## src/logic/ba_defines.svh

```systemverilog
// ------------------------------------------------
// bus widths and target timing, two cores only
// MMIO is selected by one address bit, DRAM is word addressed
// ------------------------------------------------
`ifndef BA_DEFINES_SVH
`define BA_DEFINES_SVH

`define BA_ADDR_W        32
`define BA_DATA_W        32
`define BA_NCORE         2
`define BA_DRAM_WORDS    1024
`define BA_DRAM_LAT      4     // busy cycles per DRAM access
`define BA_MMIO_BASE_BIT 31

`endif

```

## src/logic/ba_pkg.sv

```systemverilog
// ------------------------------------------------
// bus types shared by arbiter, config and targets
// ------------------------------------------------
`include "ba_defines.svh"

package ba_pkg;

    // byte address and data word
    typedef logic [`BA_ADDR_W-1:0] addr_t;
    typedef logic [`BA_DATA_W-1:0] data_t;

    typedef logic                  core_id_t;   // 1 bit, two cores
    typedef logic [`BA_NCORE-1:0]  core_mask_t;

    // config register index
    typedef logic [1:0]            cfg_addr_t;

    // arbiter sequence: capture, issue, wait, ack, release
    typedef enum logic [2:0] {
        ARB_IDLE,
        ARB_ISSUE,
        ARB_WAIT,
        ARB_ACK,
        ARB_RELEASE
    } arb_state_t;

endpackage

```

## src/logic/mmio_regs.sv

```systemverilog
// ------------------------------------------------
// 4 scratch words, mtime at word 4 and 5, others read 0
// ------------------------------------------------
`timescale 1ns/1ps

module mmio_regs (
    input  logic           CLK,
    input  logic           RST_X,
    input  logic           le,
    input  logic           we,
    input  ba_pkg::addr_t  addr,
    input  ba_pkg::data_t  wdata,
    output logic           busy,
    output ba_pkg::data_t  rdata
);

    localparam int MTIME_W = 64;

    ba_pkg::data_t        scratch [4];
    logic [MTIME_W-1:0]   mtime;
    logic [2:0]           offset;
    ba_pkg::data_t        rd_word;

    assign offset = addr[4:2];

    always_comb begin
        case (offset)
            3'd0, 3'd1, 3'd2, 3'd3: rd_word = scratch[offset[1:0]];
            3'd4:    rd_word = mtime[31:0];
            3'd5:    rd_word = mtime[MTIME_W-1:32];
            default: rd_word = '0;
        endcase
    end

    always_ff @(posedge CLK) begin
        if (!RST_X) begin
            busy  <= 1'b0;
            mtime <= '0;
            for (int i = 0; i < 4; i++) begin
                scratch[i] <= '0;
            end
        end else begin
            busy  <= le || we;          // single busy cycle
            mtime <= mtime + 1'b1;      // free running
            // mtime and unmapped words ignore writes
            if (we && !offset[2]) begin
                scratch[offset[1:0]] <= wdata;
            end
        end
    end

    always_ff @(posedge CLK) begin
        if (le) begin
            rdata <= rd_word;
        end
    end

endmodule

```

## config.mk

```make
export PLATFORM = sky130hd
export DESIGN_NAME = mmio_regs
export DESIGN_NICKNAME = d
export VERILOG_FILES = /design/src/logic/ba_pkg.sv /design/src/logic/mmio_regs.sv
export VERILOG_INCLUDE_DIRS = /design/src /design/src/logic
export SDC_FILE = /design/constraint.sdc
export NUM_CORES = 1
export LEC_CHECK = 0
export BUFFER_PORTS_ARGS = -buffer_cell sky130_fd_sc_hd__buf_4
export CAP_MARGIN = 20
export CORE_MARGIN = 3
export CORE_UTILIZATION = 52
export CTS_CLUSTER_SIZE = 12
export DETAILED_ROUTE_END_ITERATION = 12
export HOLD_SLACK_MARGIN = 0.12
export MAX_ROUTING_LAYER = met4
export PLACE_DENSITY = 0.69
export SKIP_CTS_REPAIR_TIMING = 1
export SYNTH_ARGS = -nofsm -noshare
export SYNTH_HDL_FRONTEND = slang
export SYNTH_SLANG_ARGS = --single-unit
```

## constraint.sdc

```tcl
create_clock -name CLK -period 4.6 [get_ports CLK]
set_input_delay 0 -clock CLK [delete_from_list [all_inputs] [get_ports CLK]]
set_output_delay 0 -clock CLK [all_outputs]
set_load 0.1 [all_outputs]
```

==> results.tsv <==
stage	metric	value	unit
worst_setup_path	launching element of the worst setup path	mtime[7]$_SDFF_PN0_	
yosys	asr flop ratio synth	0	%
worst_setup_path	worst reg-to-reg setup slack	1970	ps
cells_and_area	Fill cells	1411	
yosys	Mapped Cells	858	
timing	setup total negative slack	0	ps
floorplanning	core area	0.0183	sq mm
clock_network	H-Tree Depth	1	
floorplanning	Total Die Area	0.0207	sq mm
cells_and_area	ANT cells	0	
hold_path	worst hold-check path type	in -> reg	
detailed_routing	post-detailed-routing wire length	22300	microns
detailed_routing	overall via count from detail_route	6832	
placed_design	final HPWL from detailed placement	13900	microns
power_and_ir_drop	largest vdd supply drop	0.293	mV
yosys	Synthesis Warnings	0	
yosys	library cell with the largest summed area after synthesis	sky130_fd_sc_hd__edfxtp_1	
clock_network	number of sinks handled by clock tree synthesis	225	
clock_network	TritonCTS clock tree	yes	
timing	highest clock frequency the design can meet	380	MHz
worst_setup_path	kind of cell with the highest combined delay on the critical path	simple AND/OR/NAND/NOR gates	
timing	setup repair after global routing missed its margin	false	
floorplanning	die height	144	microns
worst_setup_path	depth of the critical timing path with buffers and inverters included	5	
worst_setup_path	ordered cell list for the critical path	nand4_4, nor4_4, nand4_1, or3_1, a21oi_1	
timing	final setup fails	0	
grt	vias in the first global route	6509	
worst_setup_path	CP required	5030	ps
detailed_routing	number of design-rule violations left by the first detailed-router iteration	682	
timing	pin slew with the least headroom to its limit	823	ps
worst_setup_path	worst reg2reg path startpoint	mtime[7]$_SDFF_PN0_	
yosys	share of the yosys chip area belonging to registers	61.9	%
clock_network	root buf cell	sky130_fd_sc_hd__clkbuf_16	
yosys	top cells by instance count after synthesis	sky130_fd_sc_hd__nor2_1 (177), sky130_fd_sc_hd__edfxtp_1 (160), sky130_fd_sc_hd__dfxtp_1 (65), sky130_fd_sc_hd__a21oi_1 (59), sky130_fd_sc_hd__nand2_1 (57)	
grt	wire length of the first global-routing pass	34800	microns
timing	share of the clock period used by the worst path	57.2	%
detailed_routing	average routed wire per standard cell	18.6	microns
worst_setup_path	Worst R2R End	mtime[57]$_SDFF_PN0_	
yosys	number of enable-type register cells in the synthesized netlist	160	
worst_setup_path	CP peak stage delay	730	ps
yosys	mean instance size in the synthesized netlist	11.5	sq um
timing	Worst slew margin	44.9	%
floorplanning	DIE WIDTH	144	microns
grt	antenna violations before repair	0	
clock_network	cts bufs inserted	24	
detailed_routing	antenna-violating nets left	0	
floorplanning	num ports	101	
worst_setup_path	Buffers & Inverters on Critical Path	0	
yosys	count of cell types in the netlist	38	
clock_network	Clock Pin Slew Worst Setup and Hold Paths	60	ps
worst_setup_path	category of the worst setup path launch point	flop	
grt	overall routing resource usage	22.2	%
outcome	status	finished clean	
placed_design	GP Congestion	0.854	
floorplanning	floorplan row count	49	
placed_design	total of buffers placed on input and output ports	71	
worst_setup_path	type of destination of the critical path	flop	
worst_setup_path	number of cells traversed by the worst register-to-register path	5	
power_and_ir_drop	static leakage power	4.21	nW
timing	Clock Skews	8.44	ps
yosys	syn_nets	927	
yosys	number of register bits inferred by synthesis	225	
worst_setup_path	Max Fanout on Critical Path	10	
clock_network	clock latency on the worst-skew pair	510	ps
worst_setup_path	CP max stage cell	sky130_fd_sc_hd__nor4_4	
yosys	netlist area before placement	0.00987	sq mm
detailed_routing	# DRC	0	
yosys	Synth top area share	48.7	%
timing	max-slew violation count	0	
yosys	cell with the most instances after synthesis	sky130_fd_sc_hd__nor2_1	
grt	largest net degree at the start of global routing	66	
flow_run	maxcap violations	0	
grt	total overflow reported by the global router	0	
timing	Hold Fails Final Rpt	0	
detailed_routing	DRT Pass-1 Iters	5	
yosys	top post-synthesis cells by area	sky130_fd_sc_hd__edfxtp_1 (49%), sky130_fd_sc_hd__dfxtp_1 (13%), sky130_fd_sc_hd__mux4_2 (7.3%), sky130_fd_sc_hd__nor2_1 (6.7%), sky130_fd_sc_hd__a21oi_1 (3.0%)	
detailed_routing	post-detailed-route via-to-cell ratio	5.71	
worst_setup_path	CP Data Arrival Time	3060	ps
cells_and_area	share of final-layout standard cells stronger than drive strength 1	17.0	%
yosys	flip-flop cell with the highest count after synthesis	sky130_fd_sc_hd__edfxtp_1	
worst_setup_path	crit path to	mtime[57]$_SDFF_PN0_	
timing	min cycle time layout	2630	ps
floorplanning	starting utilization of the core area	53.8	%
cells_and_area	area overhead of the layout relative to synthesis	19.0	%
power_and_ir_drop	power density over the cells	393	mW/mm^2
worst_setup_path	type of the worst setup path	reg -> reg	
cells_and_area	count of nets after finishing	1022	
clock_network	clk buf depth	3	
timing	worst hold slack after final layout	101	ps
==> placed cells by master, fill, tap and decap left out, drive strengths merged <==
cell type,netlist,layout
edfxtp,160,160
nor2b,1,1
o31ai,4,4
dlygate4sd3,0,36
nand4,30,30
o21ai,27,27
ha,1,1
clkinv,0,6
xnor2,8,8
nor2,177,177
nor4,10,10
nand3,28,28
dfxtp,65,65
and4,3,3
mux4,32,32
and3,6,6
nand2,57,57
nand2b,3,3
buf,9,82
clkbuf,40,34
bufinv,0,1
or3,23,23
xor2,27,27
nor3,7,7
or2,2,2
and2,6,6
a21oi,59,59
a22oi,32,32
or4,4,4
inv,37,37
==> worst min path at each step <==
stage,startpoint,depth (start not counted),slack [ps],endpoint
6_report,addr[4],2,100,rdata[8]$_DFFE_PP_
5_1_grt,addr[4],2,140,rdata[8]$_DFFE_PP_
4_1_cts,we,3,-250,busy$_SDFF_PN0_
3_5_place_dp,we,3,270,busy$_SDFF_PN0_
3_3_place_gp,we,3,260,busy$_SDFF_PN0_
2_1_floorplan,le,0,110,rdata[0]$_DFFE_PP_
==> layout make-up <==
class	count	area, sq um	share of cell area (%)
well taps	229	287	2.44
clock buffers	34	689	5.87
multi-input cells	547	3480	29.6
repair buffers	118	996	8.48
clock inverters	7	53.8	0.458
flip-flops and latches	225	6110	52.0
inverters	37	139	1.18
==> registers in the layout (all words and copies together), names as in the netlist <==
| name | flops |
|---|---|
| busy | 1 |
| rdata | 32 |
| scratch | 128 |
| mtime | 64 |
==> logic make-up (layout without fill, tap and decap cells) <==
family | Yosys count | count (layout) | synth area share, %
adders and majority gates | 1 | 1 | 0.127
DFF | 225 | 225 | 61.9
AOI/OAI and AO/OA | 122 | 122 | 7.10
and+or+nand+nor | 357 | 357 | 17.1
buffers and inverters | 86 | 196 | 3.42
xor gates and xnor gates | 35 | 35 | 3.11
muxes | 32 | 32 | 7.30
==> stage by stage <==
step                      worst slack [ps]  instance area, sq um  utilization, %  std cells  power, mW
final                                 1970                 11800            64.1       1197       4.61
after global routing                  1790                 11800            64.1       1197       4.76
after CTS                             2000                 11400            62.1       1161       4.62
after detailed placement              2040                 10600            58.1       1120       2.80
after global placement                2050                 10600            57.9       1119       2.79
after floorplan                       1100                  9870               -        858       2.66
==> report_power, final <==
group	internal, mW	switching [mW]	leakage (nW)	total [mW]
Clock	1.09	0.743	0.363	1.83
Combinational	0.147	0.328	1.76	0.475
Sequential	2.28	0.0298	2.08	2.31
Total	3.51	1.10	4.21	4.61
==> layer usage <==
layer | vias to the layer above | GRT usage (%) | wire length [microns]
met3 | 42 | 3.49 | 1230
met5 | - | - | 0
met1 | 3305 | 31.1 | 9780
met2 | 193 | 34.8 | 10800
li1 | 3292 | - | -
met4 | 0 | 5.05 | 450
(Power assumes the default switching activity.)
