[src/logic/ba_defines.svh]
// ------------------------------------------------
// bus widths and target timing, two cores only
// MMIO is selected by one address bit, DRAM is word addressed
// ------------------------------------------------
`ifndef BA_DEFINES_SVH
`define BA_DEFINES_SVH

`define BA_ADDR_W        32
`define BA_DATA_W        32
`define BA_NCORE         2
`define BA_DRAM_WORDS    1024
`define BA_DRAM_LAT      4     // busy cycles per DRAM access
`define BA_MMIO_BASE_BIT 31

`endif

[src/logic/ba_pkg.sv]
// ------------------------------------------------
// bus types shared by arbiter, config and targets
// ------------------------------------------------
`include "ba_defines.svh"

package ba_pkg;

    // byte address and data word
    typedef logic [`BA_ADDR_W-1:0] addr_t;
    typedef logic [`BA_DATA_W-1:0] data_t;

    typedef logic                  core_id_t;   // 1 bit, two cores
    typedef logic [`BA_NCORE-1:0]  core_mask_t;

    // config register index
    typedef logic [1:0]            cfg_addr_t;

    // arbiter sequence: capture, issue, wait, ack, release
    typedef enum logic [2:0] {
        ARB_IDLE,
        ARB_ISSUE,
        ARB_WAIT,
        ARB_ACK,
        ARB_RELEASE
    } arb_state_t;

endpackage

[src/logic/bus_arbiter.sv]
// ------------------------------------------------
// one access at a time, owner holds the bus until its req drops
// targets get a one-cycle strobe and answer with a busy level
// ------------------------------------------------
`timescale 1ns/1ps
`include "ba_defines.svh"

module bus_arbiter (
    input  logic                CLK,
    input  logic                RST_X,
    // core 0
    input  logic                req_0,
    input  logic                we_0,
    input  ba_pkg::addr_t       addr_0,
    input  ba_pkg::data_t       wdata_0,
    // core 1
    input  logic                req_1,
    input  logic                we_1,
    input  ba_pkg::addr_t       addr_1,
    input  ba_pkg::data_t       wdata_1,
    output logic                ack_0,
    output ba_pkg::data_t       rdata_0,
    output logic                ack_1,
    output ba_pkg::data_t       rdata_1,
    // config block
    input  logic                arb_mode,
    input  ba_pkg::core_mask_t  core_enable,
    output logic                grant_valid,
    output ba_pkg::core_id_t    grant_core,
    // targets
    output ba_pkg::addr_t       tgt_addr,
    output ba_pkg::data_t       tgt_wdata,
    output logic                dram_le,
    output logic                dram_we,
    output logic                mmio_le,
    output logic                mmio_we,
    input  logic                dram_busy,
    input  ba_pkg::data_t       dram_rdata,
    input  logic                mmio_busy,
    input  ba_pkg::data_t       mmio_rdata
);

    ba_pkg::arb_state_t state;
    ba_pkg::core_id_t   owner;      // also the last granted core
    ba_pkg::core_id_t   pick;
    ba_pkg::core_mask_t pend;
    logic               owner_req;
    logic               busy_seen;

    // captured request
    logic               r_we;
    ba_pkg::addr_t      r_addr;
    ba_pkg::data_t      r_wdata;
    ba_pkg::data_t      r_rdata;

    logic               r_mmio;
    logic               issue;
    logic               tgt_busy;
    ba_pkg::data_t      tgt_rdata;
    logic               capture;
    logic               done;

    always_comb begin
        pend = {req_1, req_0} & core_enable;
        if (pend == 2'b11) begin
            // tie: core 0 in fixed mode, else the one not granted last
            pick = arb_mode ? ~owner : 1'b0;
        end else begin
            pick = pend[1];
        end
    end

    assign capture   = (state == ba_pkg::ARB_IDLE) && (pend != '0);
    assign owner_req = owner ? req_1 : req_0;

    // target decode from the captured address
    assign r_mmio    = r_addr[`BA_MMIO_BASE_BIT];
    assign tgt_busy  = r_mmio ? mmio_busy : dram_busy;
    assign tgt_rdata = r_mmio ? mmio_rdata : dram_rdata;
    assign done      = (state == ba_pkg::ARB_WAIT) && busy_seen && !tgt_busy;

    always_ff @(posedge CLK) begin
        if (!RST_X) begin
            state     <= ba_pkg::ARB_IDLE;
            owner     <= 1'b1;          // so round robin starts with core 0
            busy_seen <= 1'b0;
        end else begin
            case (state)
                ba_pkg::ARB_IDLE: begin
                    if (capture) begin
                        owner <= pick;
                        state <= ba_pkg::ARB_ISSUE;
                    end
                end
                ba_pkg::ARB_ISSUE: begin
                    busy_seen <= 1'b0;
                    state     <= ba_pkg::ARB_WAIT;
                end
                ba_pkg::ARB_WAIT: begin
                    if (tgt_busy) begin
                        busy_seen <= 1'b1;
                    end else if (busy_seen) begin
                        state <= ba_pkg::ARB_ACK;
                    end
                end
                ba_pkg::ARB_ACK: begin
                    if (!owner_req) begin   // core has seen ack
                        state <= ba_pkg::ARB_RELEASE;
                    end
                end
                ba_pkg::ARB_RELEASE: begin
                    state <= ba_pkg::ARB_IDLE;
                end
                default: state <= ba_pkg::ARB_IDLE;
            endcase
        end
    end

    always_ff @(posedge CLK) begin
        if (capture) begin
            r_we    <= pick ? we_1 : we_0;
            r_addr  <= pick ? addr_1 : addr_0;
            r_wdata <= pick ? wdata_1 : wdata_0;
        end
        if (done) begin
            r_rdata <= r_we ? '0 : tgt_rdata;   // writes return zero
        end
    end

    // strobe lasts the single ISSUE cycle
    assign issue     = (state == ba_pkg::ARB_ISSUE);
    assign dram_le   = issue && !r_mmio && !r_we;
    assign dram_we   = issue && !r_mmio && r_we;
    assign mmio_le   = issue && r_mmio && !r_we;
    assign mmio_we   = issue && r_mmio && r_we;
    assign tgt_addr  = r_addr;
    assign tgt_wdata = r_wdata;

    assign grant_valid = issue;
    assign grant_core  = owner;

    assign ack_0   = (state == ba_pkg::ARB_ACK) && (owner == 1'b0);
    assign ack_1   = (state == ba_pkg::ARB_ACK) && (owner == 1'b1);
    assign rdata_0 = r_rdata;
    assign rdata_1 = r_rdata;

endmodule

[config.mk]
export PLATFORM = sky130hd
export DESIGN_NAME = bus_arbiter
export DESIGN_NICKNAME = d
export VERILOG_FILES = /design/src/logic/ba_pkg.sv /design/src/logic/bus_arbiter.sv
export VERILOG_INCLUDE_DIRS = /design/src /design/src/logic
export SDC_FILE = /design/constraint.sdc
export NUM_CORES = 1
export LEC_CHECK = 0
export ABC_CLOCK_PERIOD_IN_PS = 8300
export BUFFER_PORTS_ARGS = -buffer_cell sky130_fd_sc_hd__buf_2
export CORE_AREA = 10 10 123 125
export CTS_CLUSTER_SIZE = 8
export DETAILED_ROUTE_END_ITERATION = 12
export DIE_AREA = 0 0 133 135
export GPL_TIMING_DRIVEN = 1
export MAX_ROUTING_LAYER = met4
export PLACE_DENSITY = 0.75
export SYNTH_ARGS = -nofsm -noshare
export SYNTH_HDL_FRONTEND = slang
export SYNTH_SLANG_ARGS = --single-unit
export TNS_END_PERCENT = 1
[constraint.sdc]
create_clock -name CLK -period 8.3 [get_ports CLK]
set_input_delay 1.66 -clock CLK [delete_from_list [all_inputs] [get_ports CLK]]
set_output_delay 1.66 -clock CLK [all_outputs]
set_load 0.1 [all_outputs]
==> metrics <==
crit path time final=3.657 ns; Total GRT Usage=0.1753; Row Count=41; initial antenna violation count=1; CTS H-tree depth=3; Initial DRT Pass Iterations=4; f_max=273.4 MHz; drt via density=4.517; Worst Setup EP=tgt_addr[2]; Fin Setup TNS=0 ns; hold path cells=2; Synth cell types=28; Die H=135 um; starting density of the core=0.3921; final hold viol count=0; RD Place Congestion=0.8157; die width=133 um; total CTS buffers=9; RSZ-0062 raised after global routing=false; flip-flop and latch area=0.003013 sq mm; WHS=0.5407 ns; share of layout cells above drive strength 1=0.6795; fill count=1057; via count=3600; Core Area=0.01257 sq mm; global route overflow=0; IO Port Bufs=338; clock sink count=102; Mean Syn Cell Area=15.75 sq um; setup bufs post-CTS=0; Startpoint Class=primary input; Synth Instances=313; Root Driver=clkbuf_16; num ports=339; crit share post-route=0.4406; final wirelength=15.91 mm; final setup violating endpoints=0; most frequent cells in the layout=buf_2 (338), edfxtp_1 (97), mux2_4 (39); worst setup path start=arb_mode; critical path type=in -> reg; DIE AREA=0.01796 sq mm; mapped cell area=0.004928 sq mm; hold buffer count at CTS=0; drt wl/cell=19.97 um; crit path DAT=3.75 ns; Req. time, crit path=8.40 ns; global-route wire length before repair=23.30 mm; CTS max path bufs=2; clk_lat worst skew=0.34 ns; Seq/Total Area, Yosys=0.6113; Post-DP HPWL=13.33 mm; pwr/cell area=210.2 mW/mm^2; violation count after the first detailed-route iteration=126; Area Overhead vs Synth=37.83%; CTS clock-pin slew for the worst setup and hold paths=0.07 ns; status=finished, final reports clean; Syn. warnings=0; Max Fanout on Critical Path=42; CTS tree=yes; maximum vdd drop=0.1333 mV; max-slew violations=0; area occupied by multi-input gates=0.001544 sq mm; Worst slew margin=0.4269; Clock Skews=0.005282 ns; largest net degree at the start of global routing=67; Reg-to-Reg Start=grant_core; register bit total from synthesis=102; Lkg Pwr=3.248 nW; DRT antenna net count=0; Syn Nets=516; vias in the first global route=4020; crit path capture type=flip-flop; reg2reg end=tgt_addr[2]; Nets=822; flop2flop setup slack=5.71 ns; DRC Markers=0; hold crit path type=reg -> reg; max-cap violations=0; Finished Core Util=0.5405; number of gates resized after CTS=0; Worst-Margin Slew=0.8556 ns; r2r worst-path depth=4; leading cell type in the layout, fill and taps excluded=buf_2
power breakdown:
part           switching [mW]  leakage (nW)  total, mW  internal, mW
clock network           0.177         0.133      0.407         0.230
registers             0.00920         0.950      0.616         0.607
logic                   0.301          2.17      0.405         0.104
synth_stat cells:
master | number | share of area
edfxtp_1 | 97 | 0.59
mux2_4 | 39 | 0.12
nor2_1 | 36 | 0.027
buf_4 | 34 | 0.052
mux2i_1 | 33 | 0.067
mux2_2 | 27 | 0.062
nor3_1 | 6 | 0.0061
clkbuf_1 | 5 | 0.0038
dfxtp_1 | 5 | 0.020
buf_12 | 4 | 0.016
buf_2 | 4 | 0.0041
nand2_1 | 3 | 0.0023
inv_1 | 2 | 0.0015
nand2b_1 | 2 | 0.0025
nand3_1 | 2 | 0.0020
nor3b_1 | 2 | 0.0030
a21boi_0 | 1 | 0.0015
a22oi_1 | 1 | 0.0015
a31oi_1 | 1 | 0.0013
and3_1 | 1 | 0.0013
buf_6 | 1 | 0.0023
nand4b_1 | 1 | 0.0018
nor2b_2 | 1 | 0.0018
nor4b_1 | 1 | 0.0018
o211ai_2 | 1 | 0.0025
o21a_1 | 1 | 0.0015
o221ai_1 | 1 | 0.0018
or3_1 | 1 | 0.0013
final cells by class:
cell class / instances / share of cell area
Clock inverter: 6 / 0.007736
Sequential cell: 102 / 0.4435
Timing Repair Buffer: 343 / 0.2546
Multi-Input combinational cell: 161 / 0.2273
Tap cell: 172 / 0.03168
Clock buffer: 10 / 0.03371
Inverter: 2 / 0.001105
Antenna cell: 1 / 0.0003684
sequential cells by signal, summed over array words and instances, names as in the netlist:
name        cells
busy_seen       1
grant_core      1
r_we            1
rdata_0        32
state           3
tgt_addr       32
tgt_wdata      32
through the flow:
step / area, sq um / total power, mW / instances / setup WS, ns
after floorplan: 4928 / 0.9462 / 313 / 2.848
after global placement: 6509 / 1.030 / 780 / 4.281
after detailed placement: 6509 / 1.036 / 780 / 4.250
after CTS: 6790 / 1.442 / 796 / 4.631
after global routing: 6793 / 1.481 / 797 / 4.522
final: 6793 / 1.428 / 797 / 4.643
kinds of logic (layout without fill, tap and decap cells):
kind of cell           after synthesis  count (layout)  share of synthesized area
AOI/OAI and AO/OA                    6               6                    0.01016
and+or+nand+nor                     56              56                    0.05128
muxes                               99              99                     0.2475
buffers and inverters               50             361                    0.07972
DFF                                102             102                     0.6113
other                                0               1                          0
how the worst min path moves through the flow:
stage	start	slack, ns	to
floorplan	busy_seen	0.49	state[0]
finish	busy_seen	0.54	state[0]
detailed placement	busy_seen	0.52	state[0]
global route	busy_seen	0.56	state[0]
CTS	busy_seen	0.53	state[0]
global placement	busy_seen	0.52	state[0]
critical path: stages:
cell,delay (ns)
buf_2,0.09
nor2b_2,0.16
o211ai_4,0.68
buf_4,0.69
mux2_2,0.41
metal layers:
| layer | share of wire | routed length (um) | track usage | vias up |
|---|---|---|---|---|
| li1 | - | - | - | 1736 |
| met1 | 0.34 | 5461 | 0.1649 | 1641 |
| met2 | 0.52 | 8258 | 0.3033 | 214 |
| met3 | 0.13 | 2004 | 0.09347 | 9 |
| met4 | 0.012 | 190 | 0.05501 | 0 |
| met5 | 0 | 0 | - | - |
(Power assumes the default switching activity.)
