<file path="config.mk">
export PLATFORM = sky130hd
export DESIGN_NAME = arb_config
export DESIGN_NICKNAME = d
export VERILOG_FILES = /design/src/logic/ba_pkg.sv /design/src/logic/arb_config.sv
export VERILOG_INCLUDE_DIRS = /design/src /design/src/logic
export SDC_FILE = /design/constraint.sdc
export NUM_CORES = 1
export LEC_CHECK = 0
export BUFFER_PORTS_ARGS = -buffer_cell sky130_fd_sc_hd__buf_2
export CAP_MARGIN = 20
export CORE_ASPECT_RATIO = 0.9
export CORE_UTILIZATION = 50
export DETAILED_ROUTE_END_ITERATION = 6
export PLACE_DENSITY = 0.77
export RECOVER_POWER = 50
export SLEW_MARGIN = 10
export SYNTH_ARGS = -nofsm -noshare
export SYNTH_HDL_FRONTEND = slang
export SYNTH_SLANG_ARGS = --single-unit
</file>
<file path="constraint.sdc">
create_clock -name CLK -period 3.9 [get_ports CLK]
set_input_delay 0 -clock CLK [delete_from_list [all_inputs] [get_ports CLK]]
set_output_delay 0 -clock CLK [all_outputs]
set_load 0.05 [all_outputs]
</file>
<file path="src/logic/ba_defines.svh">
// ------------------------------------------------
// bus widths and target timing, two cores only
// MMIO is selected by one address bit, DRAM is word addressed
// ------------------------------------------------
`ifndef BA_DEFINES_SVH
`define BA_DEFINES_SVH

`define BA_ADDR_W        32
`define BA_DATA_W        32
`define BA_NCORE         2
`define BA_DRAM_WORDS    1024
`define BA_DRAM_LAT      4     // busy cycles per DRAM access
`define BA_MMIO_BASE_BIT 31

`endif

</file>
<file path="src/logic/ba_pkg.sv">
// ------------------------------------------------
// bus types shared by arbiter, config and targets
// ------------------------------------------------
`include "ba_defines.svh"

package ba_pkg;

    // byte address and data word
    typedef logic [`BA_ADDR_W-1:0] addr_t;
    typedef logic [`BA_DATA_W-1:0] data_t;

    typedef logic                  core_id_t;   // 1 bit, two cores
    typedef logic [`BA_NCORE-1:0]  core_mask_t;

    // config register index
    typedef logic [1:0]            cfg_addr_t;

    // arbiter sequence: capture, issue, wait, ack, release
    typedef enum logic [2:0] {
        ARB_IDLE,
        ARB_ISSUE,
        ARB_WAIT,
        ARB_ACK,
        ARB_RELEASE
    } arb_state_t;

endpackage

</file>
<file path="src/logic/arb_config.sv">
// ------------------------------------------------
// four-phase config port, grant counts read only and wrap
// ------------------------------------------------
`timescale 1ns/1ps
`include "ba_defines.svh"

module arb_config (
    input  logic                CLK,
    input  logic                RST_X,
    input  logic                cfg_req,
    input  logic                cfg_we,
    input  ba_pkg::cfg_addr_t   cfg_addr,
    input  ba_pkg::data_t       cfg_wdata,
    output logic                cfg_ack,
    output ba_pkg::data_t       cfg_rdata,
    input  logic                grant_valid,
    input  ba_pkg::core_id_t    grant_core,
    output logic                arb_mode,
    output ba_pkg::core_mask_t  core_enable
);

    ba_pkg::data_t grant_cnt [`BA_NCORE];
    ba_pkg::data_t rd_word;
    logic          cfg_start;

    // new request, ack not yet given
    assign cfg_start = cfg_req && !cfg_ack;

    always_comb begin
        case (cfg_addr)
            2'd0:    rd_word = ba_pkg::data_t'(arb_mode);
            2'd1:    rd_word = ba_pkg::data_t'(core_enable);
            2'd2:    rd_word = grant_cnt[0];
            default: rd_word = grant_cnt[1];
        endcase
    end

    always_ff @(posedge CLK) begin
        if (!RST_X) begin
            cfg_ack     <= 1'b0;
            arb_mode    <= 1'b0;       // fixed priority
            core_enable <= '1;
            for (int i = 0; i < `BA_NCORE; i++) begin
                grant_cnt[i] <= '0;
            end
        end else begin
            cfg_ack <= cfg_req;        // follows req by one cycle both ways
            if (cfg_start && cfg_we) begin
                case (cfg_addr)
                    2'd0:    arb_mode <= cfg_wdata[0];
                    2'd1:    core_enable <= cfg_wdata[`BA_NCORE-1:0];
                    default: ;         // counts are read only
                endcase
            end
            if (grant_valid) begin
                grant_cnt[grant_core] <= grant_cnt[grant_core] + 1'b1;
            end
        end
    end

    // read data held until the next request
    always_ff @(posedge CLK) begin
        if (cfg_start) begin
            cfg_rdata <= rd_word;
        end
    end

endmodule

</file>
==> results.md <==
Cells and area:
- After the last flow step, the layout net total stands at 551.
- Leaving out fill and tap cells, the most frequent cells in the layout are 96 x edfxtp_1, 44 x nor2_1, 41 x mux2i_1.
- The ratio of cells with drive above 1 in the final layout is 8.350%.
- Leaving out fill and tap cells, the most frequent cell in the layout is edfxtp_1.
- The area growth from synthesis to layout is 12.37%.
- The repair_antennas step left the layout with diodes totalling 0.
- After filler insertion, the fill cell instance count of the layout stands at 833.
- Summing all multi-input logic gate instances after layout gives 2307 sq um.
- The combined flip-flop and latch cell area is 2963 sq um.
- The post-route core utilization is 58.48%.

Synthesis:
- In this run, synthesis inferred 96 flip-flops with an integrated enable.
- The gate count of the mapped netlist is 466.
- Yosys printed 0 warnings.
- In the synthesized netlist the async set-or-reset flop fraction comes to 0%.
- Dividing the synthesized area by the synthesized cell count gives 11.59 sq um.
- The netlist uses 49 different library cells.
- Of the synthesized area, sequential elements account for 54.85%.
- The number of flip-flops and latches in the synthesized netlist is 100.
- The post-synth net total is 507.
- The main flop type after synthesis is edfxtp_1.
- The cell area that synthesis handed to floorplanning was 5401 sq um.

Routing:
- Dividing the detail-routed via count by the number of cells gives 6.236.
- Once detail routing completed, the nets flagged for antenna violations numbered 0.
- The number of iterations in the first detailed-routing pass is 7.
- In the routed design, unresolved DRC markers number 9.
- The detailed router's first-iteration violation count is 430.
- The via count is 4016.
- The final layout contains routed wiring with a total length of 12380 um.
- The average wire length per cell after detail routing is 19.23 um.

STA:
- The total count of max-transition violations in the final report is 67.
- The worst-case setup margin in the final layout is 0.7768 ns.
- Setup violations remaining at the end of the flow were counted as 0.
- For this run, the top clock speed supported by timing is 0.3202 GHz.
- Setup repair after global routing left no endpoint under its margin.
- The time the worst path needs with I/O delays and setup is 3.123 ns.
- The final worst hold slack is 0.03323 ns.
- For the pin with the worst max-slew slack, the measured transition is 2.659 ns.
- The worst pin sits at a relative slew slack of -77.27%.
- The clock arrives with 0.01070 ns of skew.
- The count of final hold-check violations is 0.
- After routing, the total negative slack on setup checks comes to 0 ns.
- Of the available clock period, the critical path in the final layout requires 80.08%.

Worst setup path:
- The largest driver fanout on the critical path is 30.
- The type of element launching the critical path is an input port.
- The register-to-register path setup slack is 1.22 ns.
- The required time at the endpoint of the critical path is 3.97 ns.
- The type of element capturing the critical path is a flip-flop.
- The slowest library cell on the worst path is clkbuf_1.
- For this run, the slowest stage of the critical path takes 1.20 ns.
- The kind of cell adding the most delay to the critical path is buffers and inverters.
- The critical path is of the input port to flip-flop type.
- The buffers plus inverters on the worst setup path is 3.
- The number of cells on the worst reg-to-reg path is 5.
- The cell that appears most often on the critical path is clkbuf_1.
- The reg-to-reg critical path startpoint is cfg_ack$_SDFF_PN0_.
- The worst reg2reg path endpoint is core_enable[0]$_SDFFE_PN1P_.
- The critical path data arrival time is 3.19 ns.
- Walking the worst path, the cells encountered are clkbuf_1, nand3_1, clkbuf_1, nand2_1, buf_4.

GRT:
- The number of global-route vias before repair is 3892.
- The total overflow left after global routing is 0.
- Entering global routing, the biggest net connects 48 pins.
- The first global-routing pass estimated 20170 um of wire.
- The overall routing resource usage is 23.43%.
- The number of antenna violations at the first check in global routing is 0.

Place:
- In this run the tool buffered the top-level ports with 45 buffer cells.
- The placer congestion estimate is 0.8570.
- Detailed placement finished with a half-perimeter wire length of 8017 um.
- The pre-CTS worst setup slack is 1.293 ns.

Clock network:
- The number of H-tree levels is 3.
- TritonCTS built the clock tree.
- Counting along the longest clock path gives a buffer depth of 2.
- Clock-pin slew was measured on the worst setup and hold paths at 0.07 ns.
- The clock net in this run drives a total of 100 sinks.
- The cell chosen for the clock root is clkbuf_16.
- At the later pin of the worst-skew pair, clock insertion delay measures 0.34 ns.
- In this run the post-CTS setup repair buffer count came out at 0.
- The number of buffers added by the clock tree synthesis step is 9.

Floorplan:
- The core region area is 10380 sq um.
- The initial utilization of the core area, before any placement, comes to 52.04%.
- In this run the vertical extent of the chip is 100.6 um.
- The floorplan step defined a die boundary enclosing 11220 sq um.
- The number of top-level pins is 76.
- The x dimension of the die is 111.6 um.
- After floorplanning, the core was divided into 35 placement rows.

Outcome:
- The run finished, with violations left.
- The final reports fail on DRC, capacitance limit, slew limit.

Pwr:
- The total chip power is 2.639 mW.
- The leakage power is 2.085 nW.
- The peak supply drop is 0.2286 mV.
- Power spread over the standard cell area amounts to 434.9 nW/um^2.
- Combinational logic burns 10.9% of the power.
- Internal power comes to 1.985 mW.
- The clock share of power is 39.7%.
- The fraction of power consumed by sequential logic is 49.4%.
- The power dissipated by switching net loads is 0.6548 mW.
- In this run switching power makes up 24.81% of total power.

Job:
- Max-cap violations in this run came to 2.

Worst hold path:
- The path class of the tightest hold or removal check is input port to flip-flop.
- In this run the most critical hold path is launched from RST_X.
- The endpoint with the worst hold slack is arb_mode$_SDFFE_PN0P_.
- The count of cells along the worst hold path is 2.
==> cells by family after synthesis <==
logic type               after synthesis  synth area share, %
XOR/XNOR                              32                5.189
AO/OA/AOI/OAI                         54                6.996
flip-flops                           100                54.85
multiplexers                          49                9.474
AND/OR/NAND/NOR                      203                20.92
buffers and inverters                 27                2.339
adder cells (fa/ha/maj)                1               0.2316
==> power groups by stage <==
stage,registers (mW),logic [mW],clock network [mW]
6_report,1.30,0.288,1.05
5_1_grt,1.31,0.308,1.10
4_1_cts,1.30,0.292,1.05
3_5_place_dp,1.32,0.286,0
3_3_place_gp,1.32,0.280,0
2_1_floorplan,1.39,0.143,0
==> state kept, by name (all words and copies together) (netlist names) <==
signal	cells
cfg_rdata	32
core_enable	2
arb_mode	1
grant_cnt	64
cfg_ack	1
==> stage by stage <==
step | area (sq um) | instances
finish | 6070 | 644
global route | 6070 | 644
CTS | 6128 | 644
detailed placement | 5728 | 623
global placement | 5728 | 623
floorplan | 5401 | 466
==> routing by layer <==
| layer | vias up | track usage [%] | wire [um] | part of all wire, % |
|---|---|---|---|---|
| li1 | 1829 | - | - | - |
| met1 | 1958 | 31.48 | 5425 | 44 |
| met2 | 194 | 37.40 | 5702 | 46 |
| met3 | 35 | 4.570 | 962 | 7.8 |
| met4 | 0 | 10.08 | 294 | 2.4 |
| met5 | - | 0 | 0 | 0 |
==> layout make-up <==
type / count / area share [%]
Clock inverter: 5 / 1.773
Tap cell: 129 / 2.659
Multi-Input combinational cell: 339 / 38.01
Sequential cell: 100 / 48.81
Clock buffer: 11 / 3.999
Timing Repair Buffer: 57 / 4.556
Inverter: 3 / 0.1855
==> synthesized netlist by cell type (2+ instances only) <==
cell type	n	area (sq um)
mux2_2	7	78.83
o22ai_1	2	12.51
a21boi_0	2	15.01
xnor2_1	15	131.4
o21ai_0	11	55.05
nand3b_1	11	82.58
nor2_1	44	165.2
dfxtp_1	4	80.08
xor2_1	17	148.9
nor2b_1	34	212.7
or2_2	2	12.51
clkbuf_1	15	56.30
edfxtp_1	96	2883
a21oi_1	13	65.06
nor3_1	11	55.05
nand2_1	28	105.1
inv_1	3	11.26
and2_1	5	31.28
buf_4	3	22.52
nand3_1	21	105.1
a222oi_1	2	20.02
buf_2	5	25.02
and4_1	3	26.28
and3_1	3	18.77
or3_1	9	56.30
nand4b_1	10	87.58
nand4_1	16	100.1
mux2i_1	41	410.4
o21a_1	6	45.04
a22oi_1	8	60.06
==> worst register-to-register path, stage by stage, from the launching register on <==
cell and delay, ns:
dfxtp_1 0.31, nor2b_1 1.06, nand4b_1 0.32, mux2i_1 0.27, nand2_1 0.06, dlygate4sd3_1 0.55
==> how the worst max path moves through the flow <==
stage / from / end / slack [ns] / cells after the start
after floorplan: cfg_ack$_SDFF_PN0_ / core_enable[0]$_SDFFE_PN1P_ / 1.11 / 4
after CTS: grant_cnt[1][0]$_SDFFCE_PN0P_ / grant_cnt[0][30]$_SDFFCE_PN0P_ / 1.33 / 7
final: grant_core / grant_cnt[1][17]$_SDFFCE_PN0P_ / 0.78 / 5
after detailed placement: grant_core / grant_cnt[1][30]$_SDFFCE_PN0P_ / 1.29 / 7
after global routing: grant_core / grant_cnt[1][20]$_SDFFCE_PN0P_ / 0.61 / 5
after global placement: grant_core / grant_cnt[1][30]$_SDFFCE_PN0P_ / 1.41 / 7
==> what timing repair did <==
item,CTS,global route
hold endpoints to repair,4,0
hold buffers,5,0
resized for setup,0,0
Power figures use the tool's default switching activity.
